## config.mk

```make
export PLATFORM = sky130hd
export DESIGN_NAME = branch_predictor
export DESIGN_NICKNAME = d
export VERILOG_FILES = /design/src/verilog/bp_pkg.sv /design/src/verilog/branch_decode.sv /design/src/verilog/branch_history_table.sv /design/src/verilog/branch_target_buffer.sv /design/src/verilog/rollback_arbiter.sv /design/src/verilog/branch_predictor.sv
export SDC_FILE = /design/constraint.sdc
export NUM_CORES = 2
export LEC_CHECK = 0
export BUFFER_PORTS_ARGS = -buffer_cell sky130_fd_sc_hd__buf_4
export CAP_MARGIN = 40
export CORE_MARGIN = 5
export CORE_UTILIZATION = 60
export DETAILED_ROUTE_END_ITERATION = 6
export MAX_ROUTING_LAYER = met4
export PLACE_DENSITY = 0.82
export RECOVER_POWER = 100
export SLEW_MARGIN = 20
export SYNTH_ARGS = -nofsm -noshare
export SYNTH_HDL_FRONTEND = slang
export SYNTH_SLANG_ARGS = --single-unit
```

## constraint.sdc

```tcl
create_clock -name clock -period 12.38 [get_ports clock]
set_input_delay 1.857 -clock clock [delete_from_list [all_inputs] [get_ports clock]]
set_output_delay 1.857 -clock clock [all_outputs]
set_load 0.05 [all_outputs]
```

## src/verilog/bp_pkg.sv

```systemverilog
`default_nettype none

package bp_pkg;

  localparam int num_lanes   = 2;
  localparam int bh_idx_bits = 4;
  localparam int bh_entries  = 2 ** bh_idx_bits;

  typedef logic [31:0]            pc_t;
  typedef logic [31:0]            inst_t;
  typedef logic [5:0]             opcode_t;
  typedef logic [4:0]             rob_idx_t;  // 32 ROB entries
  typedef logic [4:0]             fl_idx_t;
  typedef logic [2:0]             lsq_idx_t;
  typedef logic [bh_idx_bits-1:0] bh_idx_t;
  typedef logic [1:0]             counter_t;

  localparam counter_t bht_reset_value = 2'b01; // weakly not taken
  localparam pc_t      btb_reset_value = 32'h0;
  localparam pc_t      inst_bytes      = 32'd4;

  // conditional branches
  localparam opcode_t blbc_op = 6'h38;
  localparam opcode_t beq_op  = 6'h39;
  localparam opcode_t blt_op  = 6'h3a;
  localparam opcode_t ble_op  = 6'h3b;
  localparam opcode_t blbs_op = 6'h3c;
  localparam opcode_t bne_op  = 6'h3d;
  localparam opcode_t bge_op  = 6'h3e;
  localparam opcode_t bgt_op  = 6'h3f;

  // unconditional
  localparam opcode_t br_op  = 6'h30;
  localparam opcode_t bsr_op = 6'h34;
  localparam opcode_t jsr_op = 6'h1a;

  typedef struct packed {
    logic  valid;
    pc_t   pc;
    inst_t inst;
  } fetch_lane_t;

  typedef struct packed {
    logic     done;
    logic     taken;
    pc_t      pc;
    pc_t      predicted_target;
    pc_t      actual_target;
    rob_idx_t rob_idx;
    fl_idx_t  fl_idx;
    lsq_idx_t sq_idx;
    lsq_idx_t lq_idx;
  } br_resolve_t;

  typedef struct packed {
    logic     violate;
    pc_t      restart_pc;
    rob_idx_t rob_idx;
    fl_idx_t  fl_idx;
    lsq_idx_t sq_idx;
    lsq_idx_t lq_idx;
  } ld_violate_t;

  typedef struct packed {
    logic     en;
    rob_idx_t rob_idx;
    fl_idx_t  fl_idx;
    lsq_idx_t sq_idx;
    lsq_idx_t lq_idx;
  } rollback_t;

  typedef struct packed {
    logic [num_lanes-1:0] lane_valid;
    logic [num_lanes-1:0] take_branch;
    pc_t                  target;
  } fetch_redirect_t;

  typedef struct packed {
    logic    en;
    bh_idx_t idx;
    pc_t     target;
  } btb_write_t;

  // word-aligned pc bits select the table entry
  function automatic bh_idx_t pc_to_idx(pc_t pc);
    return pc[bh_idx_bits+1:2];
  endfunction

endpackage

`default_nettype wire

```

## src/verilog/branch_decode.sv

```systemverilog
`timescale 1ns/1ps
`default_nettype none

module branch_decode import bp_pkg::*; (
  input  fetch_lane_t [num_lanes-1:0] lanes,
  input  logic                        rollback_en,
  output logic        [num_lanes-1:0] is_cond,
  output logic        [num_lanes-1:0] is_uncond
);

  opcode_t [num_lanes-1:0] opcode;

  always_comb begin
    for (int i = 0; i < num_lanes; i++) begin
      opcode[i] = lanes[i].inst[31:26];
    end
  end

  // fetched slots are ignored while a rollback flushes the front end
  always_comb begin
    for (int i = 0; i < num_lanes; i++) begin
      is_cond[i]   = 1'b0;
      is_uncond[i] = 1'b0;
      if (lanes[i].valid && !rollback_en) begin
        case (opcode[i])
          blbc_op,
          beq_op,
          blt_op,
          ble_op,
          blbs_op,
          bne_op,
          bge_op,
          bgt_op: begin
            is_cond[i] = 1'b1;
          end
          br_op,
          bsr_op,
          jsr_op: begin
            is_uncond[i] = 1'b1;
          end
          default: begin
            is_cond[i]   = 1'b0;  // not a branch
            is_uncond[i] = 1'b0;
          end
        endcase
      end
    end
  end

endmodule

`default_nettype wire

```

## src/verilog/branch_history_table.sv

```systemverilog
`timescale 1ns/1ps
`default_nettype none

module branch_history_table import bp_pkg::*; (
  input  logic                        clock,
  input  logic                        reset,
  input  pc_t         [num_lanes-1:0] read_pc,
  output logic        [num_lanes-1:0] predict_taken,
  input  br_resolve_t [num_lanes-1:0] resolve
);

  counter_t [bh_entries-1:0] counters;
  counter_t [bh_entries-1:0] next_counters;

  // prediction sees the registered table only
  always_comb begin
    for (int i = 0; i < num_lanes; i++) begin
      predict_taken[i] = counters[pc_to_idx(read_pc[i])][1];
    end
  end

  // lanes applied in order, so lane 1 builds on lane 0 at a shared entry
  always_comb begin
    bh_idx_t  idx;
    counter_t cnt;
    next_counters = counters;
    for (int i = 0; i < num_lanes; i++) begin
      idx = pc_to_idx(resolve[i].pc);
      cnt = next_counters[idx];
      if (resolve[i].done) begin
        if (resolve[i].taken) begin
          if (cnt != 2'b11) begin
            cnt = cnt + 2'b01;
          end
        end else begin
          if (cnt != 2'b00) begin
            cnt = cnt - 2'b01;
          end
        end
        next_counters[idx] = cnt;
      end
    end
  end

  always_ff @(posedge clock) begin
    if (reset) begin
      for (int e = 0; e < bh_entries; e++) begin
        counters[e] <= bht_reset_value;
      end
    end else begin
      counters <= next_counters;
    end
  end

endmodule

`default_nettype wire

```

## src/verilog/branch_target_buffer.sv

```systemverilog
`timescale 1ns/1ps
`default_nettype none

module branch_target_buffer import bp_pkg::*; (
  input  logic                   clock,
  input  logic                   reset,
  input  pc_t    [num_lanes-1:0] read_pc,
  output pc_t    [num_lanes-1:0] predicted_target,
  input  btb_write_t             write
);

  pc_t [bh_entries-1:0] targets;

  always_comb begin
    for (int i = 0; i < num_lanes; i++) begin
      predicted_target[i] = targets[pc_to_idx(read_pc[i])];
    end
  end

  // the single write port carries the rollback winner
  always_ff @(posedge clock) begin
    if (reset) begin
      for (int e = 0; e < bh_entries; e++) begin
        targets[e] <= btb_reset_value;
      end
    end else if (write.en) begin
      targets[write.idx] <= write.target;
    end
  end

endmodule

`default_nettype wire

```

## src/verilog/rollback_arbiter.sv

```systemverilog
`timescale 1ns/1ps
`default_nettype none

module rollback_arbiter import bp_pkg::*; (
  input  br_resolve_t [num_lanes-1:0] resolve,
  input  ld_violate_t [num_lanes-1:0] violate,
  input  rob_idx_t                    rob_tail,
  output rollback_t                   rollback,
  output rob_idx_t                    rollback_distance,
  output pc_t                         restart_target,
  output btb_write_t                  btb_write
);

  pc_t      [num_lanes-1:0] br_next_pc;
  rob_idx_t [num_lanes-1:0] br_age;
  rob_idx_t [num_lanes-1:0] ld_age;
  logic     [num_lanes-1:0] br_req;
  logic     [num_lanes-1:0] ld_req;

  logic        br_any;
  logic        ld_any;
  logic        br_sel;   // lane of the oldest mispredicted branch
  logic        ld_sel;   // lane of the oldest violating load
  logic        br_wins;
  br_resolve_t br_win;
  ld_violate_t ld_win;

  // resolved next pc, misprediction and age per request
  always_comb begin
    for (int i = 0; i < num_lanes; i++) begin
      br_next_pc[i] = resolve[i].taken ? resolve[i].actual_target
                                       : resolve[i].pc + inst_bytes;
      br_req[i]     = resolve[i].done &&
                      (resolve[i].predicted_target != br_next_pc[i]);
      br_age[i]     = rob_tail - resolve[i].rob_idx; // wraps mod 32
      ld_req[i]     = violate[i].violate;
      ld_age[i]     = rob_tail - violate[i].rob_idx;
    end
  end

  assign br_any = |br_req;
  assign ld_any = |ld_req;

  // lane 0 keeps a tie
  always_comb begin
    case (br_req)
      2'b10:   br_sel = 1'b1;
      2'b11:   br_sel = br_age[1] > br_age[0];
      default: br_sel = 1'b0;
    endcase
  end

  always_comb begin
    case (ld_req)
      2'b10:   ld_sel = 1'b1;
      2'b11:   ld_sel = ld_age[1] > ld_age[0];
      default: ld_sel = 1'b0;
    endcase
  end

  assign br_win = resolve[br_sel];
  assign ld_win = violate[ld_sel];

  // branch keeps an age tie against the load
  assign br_wins = br_any && (!ld_any || (br_age[br_sel] >= ld_age[ld_sel]));

  always_comb begin
    rollback          = '0;
    rollback_distance = '0;
    restart_target    = '0;
    if (br_wins) begin
      rollback.en       = 1'b1;
      rollback.rob_idx  = br_win.rob_idx;
      rollback.fl_idx   = br_win.fl_idx;
      rollback.sq_idx   = br_win.sq_idx;
      rollback.lq_idx   = br_win.lq_idx;
      rollback_distance = br_age[br_sel];
      restart_target    = br_next_pc[br_sel];
    end else if (ld_any) begin
      rollback.en       = 1'b1;
      rollback.rob_idx  = ld_win.rob_idx;
      rollback.fl_idx   = ld_win.fl_idx;
      rollback.sq_idx   = ld_win.sq_idx;
      rollback.lq_idx   = ld_win.lq_idx;
      rollback_distance = ld_age[ld_sel];
      restart_target    = ld_win.restart_pc;
    end
  end

  // only a taken winner has a target worth keeping
  always_comb begin
    btb_write.en     = br_wins && br_win.taken;
    btb_write.idx    = pc_to_idx(br_win.pc);
    btb_write.target = br_win.actual_target;
  end

endmodule

`default_nettype wire

```

## src/verilog/branch_predictor.sv

```systemverilog
`timescale 1ns/1ps
`default_nettype none

module branch_predictor import bp_pkg::*; (
  input  logic                        clock,
  input  logic                        reset,
  input  fetch_lane_t [num_lanes-1:0] lanes,
  input  br_resolve_t [num_lanes-1:0] resolve,
  input  ld_violate_t [num_lanes-1:0] violate,
  input  rob_idx_t                    rob_tail,
  output fetch_redirect_t             redirect,
  output rollback_t                   rollback,
  output rob_idx_t                    rollback_distance
);

  pc_t        [num_lanes-1:0] lane_pc;
  pc_t        [num_lanes-1:0] btb_target;
  logic       [num_lanes-1:0] is_cond;
  logic       [num_lanes-1:0] is_uncond;
  logic       [num_lanes-1:0] bht_taken;
  logic       [num_lanes-1:0] take;
  pc_t                        restart_target;
  btb_write_t                 btb_write;

  always_comb begin
    for (int i = 0; i < num_lanes; i++) begin
      lane_pc[i] = lanes[i].pc;
      take[i]    = is_uncond[i] || (is_cond[i] && bht_taken[i]);
    end
  end

  branch_decode u_decode (
    .lanes       (lanes),
    .rollback_en (rollback.en),
    .is_cond     (is_cond),
    .is_uncond   (is_uncond)
  );

  branch_history_table u_bht (
    .clock         (clock),
    .reset         (reset),
    .read_pc       (lane_pc),
    .predict_taken (bht_taken),
    .resolve       (resolve)
  );

  branch_target_buffer u_btb (
    .clock            (clock),
    .reset            (reset),
    .read_pc          (lane_pc),
    .predicted_target (btb_target),
    .write            (btb_write)
  );

  rollback_arbiter u_arbiter (
    .resolve           (resolve),
    .violate           (violate),
    .rob_tail          (rob_tail),
    .rollback          (rollback),
    .rollback_distance (rollback_distance),
    .restart_target    (restart_target),
    .btb_write         (btb_write)
  );

  // a rollback squashes both slots and steers fetch to the restart pc
  always_comb begin
    if (rollback.en) begin
      redirect.lane_valid  = 2'b00;
      redirect.take_branch = 2'b11;
      redirect.target      = restart_target;
    end else begin
      redirect.lane_valid[0] = lanes[0].valid;
      redirect.lane_valid[1] = lanes[1].valid && !take[0]; // lane 1 is past a taken lane 0
      redirect.take_branch   = take;
      if (take[0]) begin
        redirect.target = btb_target[0];
      end else if (take[1]) begin
        redirect.target = btb_target[1];
      end else begin
        redirect.target = lanes[1].pc + inst_bytes;
      end
    end
  end

endmodule

`default_nettype wire

```

==> summary.md <==
| Metric | Value |
|---|---|
| Slew @ Worst Pin | `4030 ps` |
| Flop pwr share | `0.353` |
| Clock power share | `0.339` |
| Hold Crit Class | `reg -> reg` |
| Vias in the first global route | `33800` |
| Clock Root Buffer | `clkbuf_16` |
| Htree depth | `2` |
| Setup TNS | `0 ps` |
| CP Data Arrival Time | `9920 ps` |
| Global-route wire length before repair | `224000 um` |
| Sequential Area | `10900 sq um` |
| Multi-input gate area | `26600 sq um` |
| DPL Wire Length | `110000 um` |
| Fill cells | `5165` |
| Highest clock rate | `84.9 MHz` |
| I/O pins | `521` |
| Switch Pwr | `1.83 mW` |
| Vias per inst | `6.87` |
| CP Launch Type | `input pin` |
| Wire length per cell | `31.0 um` |
| IO buf count | `440` |
| DRC errors left | `0` |
| Synthesized area | `39800 sq um` |
| M2 GR Usage | `0.629` |
| Post-synth top area share | `0.273` |
| DR vias | `34200` |
| Chip height | `268 um` |
| FF+latch count, synth | `544` |
| Worst setup path endpoint | `redirect[18]` |
| Post-CTS resize count | `0` |
| Final ANT Viol Nets | `0` |
| Final Max Slew Viols | `397` |
| Max cap viols | `14` |
| CP Class | `in -> out` |
| Fin cells | `4986` |
| Ys flop type | `dfxtp_1` |
| GRT Total Usage | `0.430` |
| Placed cells | `4863` |
| Clock sink count | `544` |
| Max Buffers Root-to-Sink | `3` |
| Largest net degree at the start of global routing | `183` |
| Initial Util | `0.605` |
| Distinct cell type count after synthesis | `95` |
| Setup Viol. Count Final | `0` |
| Routed WL | `155000 um` |
| CTS tree | `yes` |
| Synth top area cells | `dfxtp_1, mux4_2, mux2i_1` |
| Static Leak | `19.7 nW` |
| Core region area | `65900 sq um` |
| R2R setup slack | `7620 ps` |
| Met3 usage | `0.129` |
| Routability Congestion | `1.07` |
| Initial DRC Count | `4521` |
| Synthesis-to-finish area growth | `11.4%` |
| Die W | `268 um` |
| Post-synth EDFFs | `0` |
| Clock Latency Late Sink | `610 ps` |
| Net Count, Synth | `4382` |
| Final clock skew | `9.67 ps` |
| Crit. End Element | `primary output` |
| Cell internal pwr | `3.30 mW` |
| GRT Residual Overflow | `0` |
| Die area | `71700 sq um` |
| Worst vdd ir | `0.132 mV` |
| Status | `finished, violations left` |
| Pre-CTS WS | `1430 ps` |
| R2r worst-path depth | `12` |
| Final critical-path required period | `11780 ps` |
| Fin. Hold Viols | `0` |
| Crit Path Max Fanout | `33` |
| Post-CTS Hold Buffers | `0` |
| Combinational share of power | `0.308` |
| Layout cells sized above 1 | `0.225` |
| Fin worst setup slack | `600 ps` |
| Final core utilization | `0.674` |
| Slew headroom | `-1.69` |
| Initial antenna violation count | `20` |
| Cell row count | `94` |
| Final period utilization | `0.952` |
| RSZ-0062 raised after global routing | `no` |
| Global route hottest layer | `met2` |
| Reg clk slew, reported paths | `60 ps` |
| Mapped Cells | `3876` |
| Cell area power density | `116 nW/um^2` |
| Switching share of total power | `0.357` |
| CP Data Required Time | `10520 ps` |
| Synth Warn # | `0` |
| Layout Nets | `4569` |
| GR Util met1 | `0.531` |
| Postcts setup bufs | `0` |
| Drt pass-1 iters | `6` |
| Inserted Clock Buffers | `56` |
| Sequential fraction of the synthesis area | `0.273` |
| Post-synth top area cell | `dfxtp_1` |
| Share of flip-flops with an asynchronous set or reset | `0` |
| Syn Area/Cell | `10.3 sq um` |
| Launch point of the worst reg-to-reg path | `u_bht.counters[31]` |
| CP startpoint | `resolve[196]` |
| Worst reg2reg path endpoint | `u_bht.counters[27]` |
| Failing checks | `capacitance limit, slew limit` |
cells by family after synthesis:
group | share of synthesized area
adders and majority gates | 0.0155
buffers and inverters | 0.0603
DFF | 0.273
xor gates and xnor gates | 0.0415
AOI/OAI and AO/OA | 0.0667
muxes | 0.370
and+or+nand+nor | 0.173
per-stage QoR:
stage / hold slack, ps / area, sq um / total power [mW]
after detailed placement: 479 / 42700 / 3.43
final: 491 / 44400 / 5.13
after CTS: 490 / 44600 / 5.14
after global placement: 469 / 42600 / 3.41
after floorplan: 459 / 39800 / 2.87
after global routing: 507 / 44400 / 5.27
cell usage in the layout, fill, tap and decap left out, types with 29 or more instances in the layout:
cell type | Yosys | routed
ha_1 | 39 | 39
mux4_2 | 338 | 338
nand2_1 | 161 | 160
buf_4 | 24 | 414
a21oi_1 | 100 | 100
clkbuf_16 | 0 | 56
o211ai_1 | 29 | 29
dfxtp_1 | 544 | 544
inv_1 | 46 | 46
mux2i_1 | 671 | 671
nor2_1 | 172 | 171
mux2_2 | 31 | 30
xor2_1 | 82 | 82
o21ai_0 | 90 | 90
nor3_1 | 44 | 44
or2_1 | 32 | 32
nand2b_1 | 539 | 539
nand3_1 | 82 | 82
xnor2_1 | 94 | 94
nand4_1 | 30 | 30
clkbuf_1 | 168 | 88
worst max-delay path, stage by stage:
cell       delay (ps)
buf_4             340
ha_1              550
nand3_1           540
or4_1             810
nor4_1            560
xor2_1            180
o21ai_0           200
o2111ai_1         210
o31ai_4           540
o21ai_0           380
nor2_2            220
clkbuf_1         1100
nand2_1           590
clkbuf_1          560
o211ai_1          720
clkbuf_1          540
cell usage after synthesis (9+ instances only):
| cell | instances |
|---|---|
| nor3_1 | 44 |
| nor2_1 | 172 |
| xnor2_1 | 94 |
| o2111ai_1 | 12 |
| dfxtp_1 | 544 |
| mux2i_1 | 671 |
| nor2b_1 | 14 |
| buf_2 | 73 |
| and4_1 | 11 |
| buf_1 | 41 |
| o21ai_0 | 90 |
| xor2_1 | 82 |
| and2_1 | 15 |
| nand3_1 | 82 |
| or2_1 | 32 |
| a211oi_1 | 16 |
| a31oi_1 | 19 |
| a21o_1 | 23 |
| buf_4 | 24 |
| nor4_1 | 17 |
| and3_1 | 22 |
| a211o_1 | 10 |
| o211ai_1 | 29 |
| nand3b_1 | 18 |
| ha_1 | 39 |
| nor3b_1 | 9 |
| buf_6 | 71 |
| or4_1 | 9 |
| mux4_2 | 338 |
| o21a_1 | 10 |
| or3_1 | 23 |
| clkbuf_1 | 168 |
| nand4_1 | 30 |
| inv_1 | 46 |
| a21oi_1 | 100 |
| nand2b_1 | 539 |
| nand2_1 | 161 |
| mux2_2 | 31 |
flip-flops by register name, indices dropped and copies added (netlist names):
name and flops:
u_btb.targets 512, u_bht.counters 32
worst min path at each step:
stage | end | cells after the start | slack [ps] | start
after floorplan | u_btb.targets[192] | 2 | 460 | u_btb.targets[192]
after global placement | u_btb.targets[254] | 2 | 470 | u_btb.targets[254]
after detailed placement | u_btb.targets[134] | 2 | 480 | u_btb.targets[134]
after CTS | u_btb.targets[442] | 2 | 490 | u_btb.targets[442]
after global routing | u_btb.targets[25] | 2 | 510 | u_btb.targets[25]
final | u_btb.targets[461] | 2 | 490 | u_btb.targets[461]
metal layers:
metal,up-vias,routed length (um),share of wire
met4,0,10800,0.070
li1,14500,-,-
met2,2278,68000,0.44
met3,539,18700,0.12
met5,-,0,0
met1,16900,57300,0.37
power by group through the flow:
| stage | clock, mW | combinational (mW) | sequential [mW] |
|---|---|---|---|
| after detailed placement | 0 | 1.58 | 1.85 |
| after global routing | 1.83 | 1.63 | 1.81 |
| after global placement | 0 | 1.57 | 1.84 |
| final | 1.74 | 1.58 | 1.81 |
| after CTS | 1.75 | 1.59 | 1.81 |
| after floorplan | 0 | 1.04 | 1.84 |
cell type report:
class | count | share of cell area
multi-input combinational | 2900 | 0.599
sequential | 544 | 0.245
timing repair buffer | 511 | 0.0833
clock buffer | 75 | 0.0357
tap | 864 | 0.0244
clock inverter | 23 | 0.00682
inverter | 50 | 0.00423
antenna | 19 | 0.00107
(Power assumes the default switching activity.)
